$ cat src/bus_pkg.sv
package bus_pkg;

	// every address and data word on the peripheral bus is this wide.
	localparam int word_width = 32;

	// each device sits at the base of its own megabyte region in the high
	// address range and answers to that one full address only.
	// the decoder compares all 32 bits, so the rest of each region reads zero.

	// read-only switch inputs.
	localparam logic [word_width-1:0] switches_addr = 32'hf010_0000;

	// led output register.
	localparam logic [word_width-1:0] leds_addr = 32'hf020_0000;

	// free-running cycle timer.
	localparam logic [word_width-1:0] timer_addr = 32'hf060_0000;

	// seven-segment display register, one byte per digit.
	localparam logic [word_width-1:0] sseg_addr = 32'hf0a0_0000;

	// one select line per mapped register.
	// the switch and led registers share a device but get separate selects.
	localparam int dev_sel_width = 4;

	// the select vector in the decoder packs the lines in this order.
	// bit 0 is the display, then leds, then switches, then the timer.
	// the order only matters for the one-hot check and the read mux.
	// keep it in step with bus_decoder when a device is added.

	// there is no wait state and no error response on this bus.
	// a read of a hole in the map simply returns zero.
	// a write to a hole is dropped without any side effect.

endpackage

$ cat src/display_pkg.sv
package display_pkg;

	// the board oscillator drives clk directly.
	localparam int clock_freq = 25_000_000;

	// four digits refreshed at 60 Hz gives 240 digit slots per second.
	localparam int scan_ticks = clock_freq / 240;

	// width of the scan counter that counts up to scan_ticks.
	localparam int scan_cnt_width = $clog2(scan_ticks);

	// the display has four digits of eight segment lines each.
	localparam int digit_count = 4;
	localparam int digit_width = 8;

	// anode patterns are active low, one low bit per digit.
	localparam logic [digit_count-1:0] an_digit0 = 4'b1110;
	localparam logic [digit_count-1:0] an_digit1 = 4'b1101;
	localparam logic [digit_count-1:0] an_digit2 = 4'b1011;
	localparam logic [digit_count-1:0] an_digit3 = 4'b0111;

	// the display register is written over the bus as one word.
	// the scan logic reads the same bits back as one byte per digit.
	// digit 0 is the low byte and each next digit takes the next byte up.
	typedef union packed {
		logic [digit_count*digit_width-1:0] word;	// bus view.
		logic [digit_count-1:0][digit_width-1:0] digit;	// scan view.
	} sseg_word_u;

	// the segment byte goes to the pins unchanged.
	// its polarity and segment order are up to whatever software writes it.

	// a full refresh of all four digits takes four scan periods.
	// that is digit_count times scan_ticks cycles of clk.

	// the anode leaves reset on digit 0.
	// reset also clears the scan counter, so the first step is a full period away.

endpackage

$ cat src/bus_decoder.sv
`timescale 1ns/1ps

module bus_decoder import bus_pkg::*; (
	input  logic                  de,		// data bus enable from the cpu side.
	input  logic [word_width-1:0] daddr,		// full data address.
	input  logic [word_width-1:0] sseg_rdata,	// display register readback.
	input  logic [word_width-1:0] leds_rdata,	// led register readback.
	input  logic [word_width-1:0] sw_rdata,	// synchronized switch value.
	input  logic [word_width-1:0] timer_rdata,	// current timer count.
	output logic                  sseg_sel,
	output logic                  gpio_leds_sel,
	output logic                  gpio_sw_sel,
	output logic                  timer_sel,
	output logic [word_width-1:0] dout		// read data back to the cpu.
);

	// the select lines gathered in one vector for the checks below.
	logic [dev_sel_width-1:0] sel_vec;

	// each select is the enable qualified by an exact address match.
	// with de low every select stays low, so nothing is written or read.
	assign sseg_sel      = de && (daddr == sseg_addr);
	assign gpio_leds_sel = de && (daddr == leds_addr);
	assign gpio_sw_sel   = de && (daddr == switches_addr);
	assign timer_sel     = de && (daddr == timer_addr);

	assign sel_vec = {timer_sel, gpio_sw_sel, gpio_leds_sel, sseg_sel};

	// read data multiplexer.
	// the devices always present their words and the mux picks one.
	// an unmapped address or a bus with de low reads as zero.
	// the mux ignores drw, so dout also shows the addressed word during a write.
	// the cpu side only samples dout on reads.
	always_comb begin
		dout = '0;
		if (sseg_sel) begin
			dout = sseg_rdata;
		end else if (gpio_leds_sel) begin
			dout = leds_rdata;
		end else if (gpio_sw_sel) begin
			dout = sw_rdata;
		end else if (timer_sel) begin
			dout = timer_rdata;
		end
	end

	// the address map must keep the devices apart.
	// two overlapping entries in bus_pkg would raise two selects here.
	// the priority chain above would then hide one device without a trace.
	always_comb begin
		assert ($onehot0(sel_vec))
			else $error("bus_decoder: more than one device selected at %h", daddr);
	end

	// the decoder holds no state of its own.
	// writes reach a device through its select together with drw in the device.
	// reads complete in the same cycle, so there is no wait state on this bus.
	// a device that needs more time would need a handshake, which this bus lacks.
	// the select names follow the device ports they drive in periph_top.
	// the switch select only steers the read mux.
	// it is still an output, so every mapped register shows up at the top.

endmodule

$ cat src/mod_sseg.sv
`timescale 1ns/1ps

module mod_sseg import bus_pkg::*, display_pkg::*; (
	input  logic                  clk,
	input  logic                  rst,
	input  logic                  sel,			// register selected by the decoder.
	input  logic                  drw,			// high for a write.
	input  logic [word_width-1:0] din,
	output logic [word_width-1:0] rdata,
	output logic [digit_count-1:0] sseg_an,		// active-low digit anodes.
	output logic [digit_width-1:0] sseg_display	// segments of the lit digit.
);

	sseg_word_u                sseg_reg;	// the display word holds one byte per digit.
	logic [scan_cnt_width-1:0] scan_cnt;	// cycles spent on the current digit.
	logic [digit_count-1:0]    an_next;	// anode pattern for the next digit.

	// the register is written as a whole bus word.
	always_ff @(posedge clk) begin
		if (rst) begin
			sseg_reg.word <= '0;
		end else if (sel && drw) begin
			sseg_reg.word <= din;
		end
	end

	assign rdata = sseg_reg.word;	// readback is the word as written.

	// the anodes step through the digits from low byte to high byte.
	always_comb begin
		case (sseg_an)
			an_digit0: an_next = an_digit1;
			an_digit1: an_next = an_digit2;
			an_digit2: an_next = an_digit3;
			default:   an_next = an_digit0;	// also recovers a corrupt pattern.
		endcase
	end

	// the scan counter holds each digit for scan_ticks cycles.
	always_ff @(posedge clk) begin
		if (rst) begin
			scan_cnt <= '0;
			sseg_an  <= an_digit0;
		end else if (scan_cnt == scan_cnt_width'(scan_ticks - 1)) begin
			scan_cnt <= '0;
			sseg_an  <= an_next;	// move on to the next digit.
		end else begin
			scan_cnt <= scan_cnt + 1'b1;
		end
	end

	// the digit multiplexer reads the register through its byte view.
	// it is combinational, so a write shows up on the pins one cycle later.
	always_comb begin
		case (sseg_an)
			an_digit1: sseg_display = sseg_reg.digit[1];
			an_digit2: sseg_display = sseg_reg.digit[2];
			an_digit3: sseg_display = sseg_reg.digit[3];
			default:   sseg_display = sseg_reg.digit[0];
		endcase
	end

	// exactly one digit is lit at any time outside of reset.
	// this holds across every step of the scan, not only just after reset.
	assert property (@(posedge clk) disable iff (rst) $onehot(~sseg_an))
		else $error("mod_sseg: anode pattern %b is not a single digit", sseg_an);

endmodule

$ cat src/mod_gpio.sv
`timescale 1ns/1ps

module mod_gpio import bus_pkg::*; (
	input  logic                  clk,
	input  logic                  rst,
	input  logic                  leds_sel,	// led register selected.
	input  logic                  drw,		// high for a write.
	input  logic [word_width-1:0] din,
	input  logic [7:0]            switches,	// asynchronous board inputs.
	output logic [7:0]            leds,
	output logic [word_width-1:0] leds_rdata,
	output logic [word_width-1:0] sw_rdata
);

	logic [7:0] sw_meta;	// the first synchronizer stage may go metastable.
	logic [7:0] sw_sync;	// the second stage is safe to use in the clk domain.

	// the led register keeps only the low byte of the bus word.
	always_ff @(posedge clk) begin
		if (rst) begin
			leds <= '0;
		end else if (leds_sel && drw) begin
			leds <= din[7:0];
		end
	end

	// two flip-flops bring the switches into the clock domain.
	// a change on the pins is readable after the second edge.
	always_ff @(posedge clk) begin
		if (rst) begin
			sw_meta <= '0;
			sw_sync <= '0;
		end else begin
			sw_meta <= switches;
			sw_sync <= sw_meta;
		end
	end

	// both registers read back as zero-extended words.
	assign leds_rdata = {{(word_width - 8){1'b0}}, leds};
	assign sw_rdata   = {{(word_width - 8){1'b0}}, sw_sync};	// read-only.

	// the switch word is always presented.
	// the decoder alone decides when it reaches dout.

endmodule

$ cat src/mod_timer.sv
`timescale 1ns/1ps

module mod_timer import bus_pkg::*; (
	input  logic                  clk,
	input  logic                  rst,
	input  logic                  sel,		// timer selected by the decoder.
	input  logic                  drw,		// high for a write.
	input  logic [word_width-1:0] din,
	output logic [word_width-1:0] rdata	// current count.
);

	logic [word_width-1:0] count;	// free-running cycle count.

	// the counter adds one on every edge.
	// a write loads din in place of the increment for that one edge.
	// the count then runs on from the loaded value.
	always_ff @(posedge clk) begin
		if (rst) begin
			count <= '0;
		end else if (sel && drw) begin
			count <= din;
		end else begin
			count <= count + 1'b1;	// wraps to zero after all ones.
		end
	end

	// a read returns the count as it stands in that cycle.
	// there is no latch on read, so two reads a cycle apart differ by one.
	assign rdata = count;

	// software measures a span by subtracting two reads.
	// the wrap takes about three minutes at the board clock.
	// loading zero restarts a measurement at a known point.

endmodule

$ cat src/periph_top.sv
`timescale 1ns/1ps

module periph_top import bus_pkg::*; (
	input  logic                  clk,
	input  logic                  rst,			// synchronous, active high.
	input  logic                  de,			// data bus enable.
	input  logic                  drw,			// high for a write, low for a read.
	input  logic [word_width-1:0] daddr,
	input  logic [word_width-1:0] din,
	input  logic [7:0]            switches,
	output logic [word_width-1:0] dout,
	output logic [7:0]            leds,
	output logic [3:0]            sseg_an,
	output logic [7:0]            sseg_display
);

	// per-register selects from the decoder.
	logic sseg_sel;
	logic gpio_leds_sel;
	logic gpio_sw_sel;
	logic timer_sel;

	// read words returned by the devices.
	logic [word_width-1:0] sseg_rdata;
	logic [word_width-1:0] leds_rdata;
	logic [word_width-1:0] sw_rdata;
	logic [word_width-1:0] timer_rdata;

	// the decoder turns the address into selects and muxes the read data.
	bus_decoder decoder_i (
		.de            (de),
		.daddr         (daddr),
		.sseg_rdata    (sseg_rdata),
		.leds_rdata    (leds_rdata),
		.sw_rdata      (sw_rdata),
		.timer_rdata   (timer_rdata),
		.sseg_sel      (sseg_sel),
		.gpio_leds_sel (gpio_leds_sel),
		.gpio_sw_sel   (gpio_sw_sel),
		.timer_sel     (timer_sel),
		.dout          (dout)
	);

	// the devices never see the address, only their own select.
	mod_sseg sseg_i (
		.clk          (clk),
		.rst          (rst),
		.sel          (sseg_sel),
		.drw          (drw),
		.din          (din),
		.rdata        (sseg_rdata),
		.sseg_an      (sseg_an),
		.sseg_display (sseg_display)
	);

	// the switch select only steers the read mux, so gpio does not take it.
	mod_gpio gpio_i (
		.clk        (clk),
		.rst        (rst),
		.leds_sel   (gpio_leds_sel),
		.drw        (drw),
		.din        (din),
		.switches   (switches),
		.leds       (leds),
		.leds_rdata (leds_rdata),
		.sw_rdata   (sw_rdata)
	);

	mod_timer timer_i (
		.clk   (clk),
		.rst   (rst),
		.sel   (timer_sel),
		.drw   (drw),
		.din   (din),
		.rdata (timer_rdata)
	);

	// a stray switch select must never come with a write.
	// the switch register is read-only, so such a write is a software bug.
	assert property (@(posedge clk) disable iff (rst)
		gpio_sw_sel |-> !drw)
		else $warning("periph_top: write to the read-only switch register");

endmodule

$ cat config.mk
export PLATFORM = sky130hd
export DESIGN_NAME = periph_top
export DESIGN_NICKNAME = d
export VERILOG_FILES = /design/src/bus_pkg.sv /design/src/display_pkg.sv /design/src/bus_decoder.sv /design/src/mod_sseg.sv /design/src/mod_gpio.sv /design/src/mod_timer.sv /design/src/periph_top.sv
export SDC_FILE = /design/constraint.sdc
export NUM_CORES = 1
export LEC_CHECK = 0
export BUFFER_PORTS_ARGS = -buffer_cell sky130_fd_sc_hd__buf_4
export CAP_MARGIN = 10
export CORE_UTILIZATION = 58
export DETAILED_ROUTE_END_ITERATION = 8
export HOLD_SLACK_MARGIN = 0.1
export PLACE_DENSITY = 0.85
export SYNTH_ARGS = -nofsm -noshare
export SYNTH_HDL_FRONTEND = slang
export SYNTH_SLANG_ARGS = --single-unit
$ cat constraint.sdc
create_clock -name clk -period 8.05 [get_ports clk]
set_input_delay 1.2075 -clock clk [delete_from_list [all_inputs] [get_ports clk]]
set_output_delay 1.2075 -clock clk [all_outputs]
set_load 0.1 [all_outputs]
==> qor.yml, run 1 <==
status: "complete, but fails checks"
violations: "DRC"
setup.worst_path.end_class: "primary output"
cts.clk_slew.worst_paths_ns: 0.10
cts_sinks: 109
cellPowerDensity_nw_per_um2: 140
groute.usage.overall: 0.294
finalWirelength_mm: 14.2
finalSetupViolCount: 0
ys.warnings.count: 0
cts_root_buf: "clkbuf_8"
finalClockSkew_ns: 0.0133
wl_per_cell_um: 17.7
cts_setup_buffers: 0
synth_cell_types: 47
critPathRequiredTime_ns: 6.84
netlist_area_um2: 5360
max-cap-violations: 0
row_count: 34
holdPathEnd: "gpio_i.sw_sync[4]"
critPathKind: "input port to primary output"
port_buffers: 127
cts_tree: "done"
crit_fanout: 26
reg2reg_slack_ns: 5.71
avgSynthCellArea_um2: 9.15
grt_pass1_wl_mm: 22.8
final_common_cell: "buf_4"
syn-num-nets: 665
vdd.ir_drop.worst_uv: 89.7
relSlewSlack: 0.281
r2r-end: "timer_i.rdata[28]"
finalSetupTns_ns: 0
p_leak_nw: 2.44
drive_gt1_frac: 0.248
fmax_mhz: 190
hold_buffers: 0
start_util: 0.606
htree_num_levels: 3
min_period_ns: 5.27
core_um2: 8850
rsz0062_at_grt: "false"
first_iter_violations: 310
synth-main-ff-cell: "dfxtp_1"
r2r_start: "timer_i.rdata[0]"
slew_viol_final: 0
die_x_um: 98.1
tightest_slew_ns: 1.08
antenna_found_initial: 0
arrival_ns: 4.06
remaining_drc_errors: 14
grt_pass1_vias: 4692
clock_path_buffers: 2
ys_seq_area_frac: 0.407
r2r_cells: 6
gp_congestion: 0.900
dr.pass1.iters: 9
vias: 4902
die_h_um: 98.1
final_area_um2: 6470
overflow: 0
dieArea_um2: 9630
synthCells: 586
startpoint_type: "input port"
placed_area_um2: 6290
cts-buffers-inserted: 9
ys_ff_latch: 109
synthArstFlopShare: 0
antenna_cells: 0
worst_skew_pair.late_latency_ns: 0.37
detailed_place_hpwl_mm: 10.1
period_share: 0.655
grt_max_degree: 94
via_per_inst: 6.11
io-pin-count: 128
syn2layout_area_growth_pct: 20.8
mostFrequentLayoutCells: "130 x buf_4, 113 x nor2_1, 109 x dfxtp_1, 42 x mux2i_1"
drtAntennaViolNets: 0
final_nets: 769
min_path_type: "flip-flop to flip-flop"
worstHoldStart: "gpio_i.sw_meta[4]"
synth_edf_count: 0
fin_hold_ws_ns: 0.451
min_path_cells: 1
hold_viol: 0
cts_resized: 0
[metal layers]
metal  vias to the layer above  part of all wire  global-route usage
met3                        30             0.090              0.0580
met5                         -                 0                   0
met1                      2336              0.41               0.374
li1                       2292                 -                   -
met4                         0             0.021               0.110
met2                       244              0.48               0.494
[flip-flops by register name, summed over array words and instances, names as in the netlist]
signal / count
sseg_i.sseg_an: 4
timer_i.rdata: 32
gpio_i.sw_sync: 8
gpio_i.leds: 8
sseg_i.scan_cnt: 17
gpio_i.sw_meta: 8
sseg_i.rdata: 32
[how the worst max path moves through the flow]
stage,startpoint,endpoint,slack (ns),cells past startpoint
6_report,daddr[17],dout[20],2.78,6
5_1_grt,daddr[17],dout[20],2.61,6
4_1_cts,daddr[17],dout[20],2.82,6
3_5_place_dp,daddr[17],dout[20],2.81,6
3_3_place_gp,daddr[17],dout[15],2.96,6
2_1_floorplan,daddr[17],dout[0],2.82,5
[area by class of cell]
class / instances / area (µm²)
tap: 108 / 135
multi-input combinational: 431 / 2970
sequential: 109 / 2180
clock inverter: 4 / 33.8
fill: 713 / 2370
clock buffer: 11 / 141
timing repair buffer: 131 / 981
inverter: 8 / 30.0
[worst max-delay path: stages]
cell and delay (ns):
buf_4 0.11, or4_1 0.63, nor4_4 0.56, nor3b_4 0.98, a22o_1 0.27, buf_4 0.30
[cells by family (layout without fill, tap and decap cells)]
kind of cell	count (synthesis)	in the layout	synth area share
AOI/OAI and AO/OA	86	86	0.141
and+or+nand+nor	247	247	0.237
xor gates and xnor gates	45	45	0.0735
muxes	50	50	0.0952
DFF	109	109	0.407
buffers and inverters	46	154	0.0387
adders and majority gates	3	3	0.00700
[synthesized netlist by cell type (all sizes together), types with 15 or more instances]
cell type | instances | area share
a211oi | 31 | 0.054
a22o | 25 | 0.041
clkbuf | 26 | 0.018
dfxtp | 109 | 0.41
mux2i | 42 | 0.078
nand2 | 28 | 0.020
nand3 | 15 | 0.014
nor2 | 113 | 0.079
nor2b | 20 | 0.023
xnor2 | 28 | 0.046
xor2 | 17 | 0.028
[report_power, final]
part / internal, W / total (W) / leakage [nW] / switching (W)
combinational: 0.0000305 / 0.0000555 / 1.47 / 0.0000249
clock: 0.000122 / 0.000305 / 0.0860 / 0.000183
sequential: 0.000545 / 0.000549 / 0.882 / 0.00000436
[through the flow]
step	std cells	util	power (W)	worst slack (ns)
floorplan	586	-	0.000580	2.82
global placement	786	0.711	0.000615	2.96
global route	802	0.732	0.000943	2.61
CTS	801	0.731	0.000911	2.82
detailed placement	786	0.711	0.000617	2.81
finish	802	0.732	0.000910	2.78
(Power assumes the default switching activity.)
==> inputs of run 2 (changes only) <==
--- a/config.mk
+++ b/config.mk
@@ -5,12 +5,13 @@
 export SDC_FILE = /design/constraint.sdc
 export NUM_CORES = 1
 export LEC_CHECK = 0
+export ABC_AREA = 1
 export BUFFER_PORTS_ARGS = -buffer_cell sky130_fd_sc_hd__buf_4
 export CAP_MARGIN = 10
-export CORE_UTILIZATION = 58
+export CORE_UTILIZATION = 56
 export DETAILED_ROUTE_END_ITERATION = 8
 export HOLD_SLACK_MARGIN = 0.1
-export PLACE_DENSITY = 0.85
+export PLACE_DENSITY = 0.81
 export SYNTH_ARGS = -nofsm -noshare
 export SYNTH_HDL_FRONTEND = slang
 export SYNTH_SLANG_ARGS = --single-unit
==> constraint.sdc (replaced) <==
create_clock -name clk -period 4.9 [get_ports clk]
set_input_delay 0.735 -clock clk [delete_from_list [all_inputs] [get_ports clk]]
set_output_delay 0.735 -clock clk [all_outputs]
set_load 0.1 [all_outputs]
==> run 2 against run 1 <==
Effect of this change:
- critical path type unchanged
- clock power increased by 150%
- area after synthesis increased by 21%
- final area increased by 20%
- highest routed layer unchanged
- critical endpoint is now dout[9]
- the flow now finishes without violations
- non-clock buffer count unchanged
- first-iteration DRC count increased by 110%
- total power increased by 97%
- combinational power increased by 140%
==> qor.yml, run 2 <==
cts_setup_buffers: 0
ys_seq_area_frac: 0.336
ys_ff_latch: 109
avgSynthCellArea_um2: 6.09
r2r_start: "timer_i.rdata[1]"
cts_tree: "done"
worstHoldStart: "gpio_i.sw_meta[6]"
min_period_ns: 3.73
finalSetupViolCount: 0
ys.warnings.count: 0
synth_cell_types: 32
grt_pass1_wl_mm: 30.6
r2r-end: "timer_i.rdata[12]"
min_path_cells: 2
cts_root_buf: "clkbuf_16"
status: "completed"
intPower_w: 0.00136
core_um2: 11100
groute.usage.overall: 0.336
power.switching_w: 0.000436
synth_xor_area_frac: 0.0337
synthCells: 1066
antenna_cells: 0
dr.pass1.iters: 5
vdd.ir_drop.worst_uv: 284
cellPowerDensity_nw_per_um2: 231
fmax_mhz: 268
slew_viol_final: 0
drtAntennaViolNets: 0
sw_frac_of_total: 0.243
crit_fanout: 28
grt_max_degree: 64
critPathKind: "input port to primary output"
die_x_um: 110
cts_resized: 0
finalClockSkew_ns: 0.00554
cp-startpoint: "daddr[25]"
startpoint_type: "input port"
clockPowerShare: 0.424
io-pin-count: 128
hold_buffers: 0
synth_edf_count: 0
yosys.area_share.adder: 0.00578
critPathRequiredTime_ns: 4.16
overflow: 0
max-cap-violations: 0
wl_per_cell_um: 14.5
yosys.area.top_type: "dfxtp_1"
seq_power_share: 0.502
grt_pass1_vias: 6292
first_iter_violations: 662
arrival_ns: 2.99
dp_worst_setup_slack_ns: 1.22
antenna_found_initial: 0
cts-buffers-inserted: 9
synth-main-ff-cell: "dfxtp_1"
die_h_um: 110
synth.most_common_cell: "nand2_1"
synthMuxAreaShare: 0
port_buffers: 127
wl_met1_mm: 7.95
final_nets: 1248
mostFrequentLayoutCells: "256 x nand2_1, 197 x nor2_1, 187 x inv_1, 131 x buf_4, 109 x dfxtp_1"
yosys.area_share.simple: 0.400
syn-num-nets: 1145
cts.clk_slew.worst_paths_ns: 0.07
worst_skew_pair.late_latency_ns: 0.36
synth_compound_area_frac: 0.0844
start_util: 0.586
synthArstFlopShare: 0
pwr-share-comb: 0.073
synth.top_cell.area_share: 0.336
reg2reg_slack_ns: 3.07
gp_congestion: 0.962
htree_num_levels: 3
top_layer: "met4"
synthTopCellsByCount: "256 x nand2_1, 197 x nor2_1, 188 x inv_1, 109 x dfxtp_1, 68 x nand3_1"
setup.worst_path.end_class: "primary output"
worst_slack_ns: 1.17
netlist_area_um2: 6500
remaining_drc_errors: 0
min_path_type: "flip-flop to flip-flop"
holdPathEnd: "gpio_i.sw_sync[6]"
rsz0062_at_grt: "false"
finalWirelength_mm: 19.1
finalSetupTns_ns: 0
row_count: 38
dieArea_um2: 12000
relSlewSlack: 0.356
syn2layout_area_growth_pct: 19.8
wl_met3_mm: 1.63
synth_top_family_by_area: "simple AND/OR/NAND/NOR gates"
vias: 6962
hold_viol: 0
period_share: 0.761
p_leak_nw: 3.68
detailed_place_hpwl_mm: 14.2
nFillCells: 1040
drive_gt1_frac: 0.161
yosys-top-cells-area: "dfxtp_1 34%, nand2_1 15%, nor2_1 11%"
r2r_cells: 10
met2_length_mm: 8.50
tightest_slew_ns: 0.959
via_per_inst: 5.30
cts_sinks: 109
clock_path_buffers: 2
final_common_cell: "nand2_1"
[run 2: worst max path at each step]
stage | end | slack, ns | depth (start not counted)
floorplan | dout[10] | 0.50 | 9
global placement | dout[10] | 1.30 | 11
detailed placement | dout[31] | 1.22 | 11
CTS | dout[9] | 1.21 | 11
global route | dout[31] | 0.89 | 11
finish | dout[9] | 1.17 | 11
[run 2: cell families after synthesis]
logic type,after synthesis
XOR/XNOR,25
buffers and inverters,233
flip-flops,109
AND/OR/NAND/NOR,605
adder cells (fa/ha/maj),3
AO/OA/AOI/OAI,91
[run 2: through the flow]
step                      cells   util  hold WS (ns)  area (µm²)  power, W
after global placement     1298  0.675         0.393        7470   0.00105
after detailed placement   1298  0.675         0.393        7470   0.00105
after CTS                  1314  0.702         0.404        7780   0.00180
after floorplan            1066      -         0.388        6500  0.000981
after global routing       1314  0.702         0.417        7780   0.00185
final                      1314  0.702         0.403        7780   0.00179
[run 2: area by class of cell]
cell class,count,area [µm²],area share
clock inverter,7,80.1,0.0103
inverter,194,728,0.0936
sequential,109,2180,0.280
clock buffer,9,225,0.0289
multi-input combinational,724,3410,0.438
timing repair buffer,131,983,0.126
tap,140,175,0.0225
[run 2: power by group through the flow]
stage	clock network [W]	logic, W	registers (W)
after global routing	0.000804	0.000145	0.000902
final	0.000761	0.000132	0.000901
after detailed placement	0	0.000129	0.000922
after CTS	0.000768	0.000129	0.000901
after global placement	0	0.000127	0.000922
after floorplan	0	0.0000602	0.000920
[run 2: routing by layer]
layer / vias to the layer above / GRT usage
met2: 345 / 0.535
met3: 62 / 0.0741
met5: - / 0
li1: 3490 / -
met1: 3065 / 0.422
met4: 0 / 0.189
[run 2: worst max-delay path, cell delays in order]
cell and delay [ns]:
buf_4 0.11, nor2_1 0.10, nand2_1 0.07, nor2_2 0.15, inv_2 0.08, nor2_2 0.41, nand2_4 0.31, nor2_8 0.21
inv_2 0.25, o21ai_0 0.25, buf_4 0.32
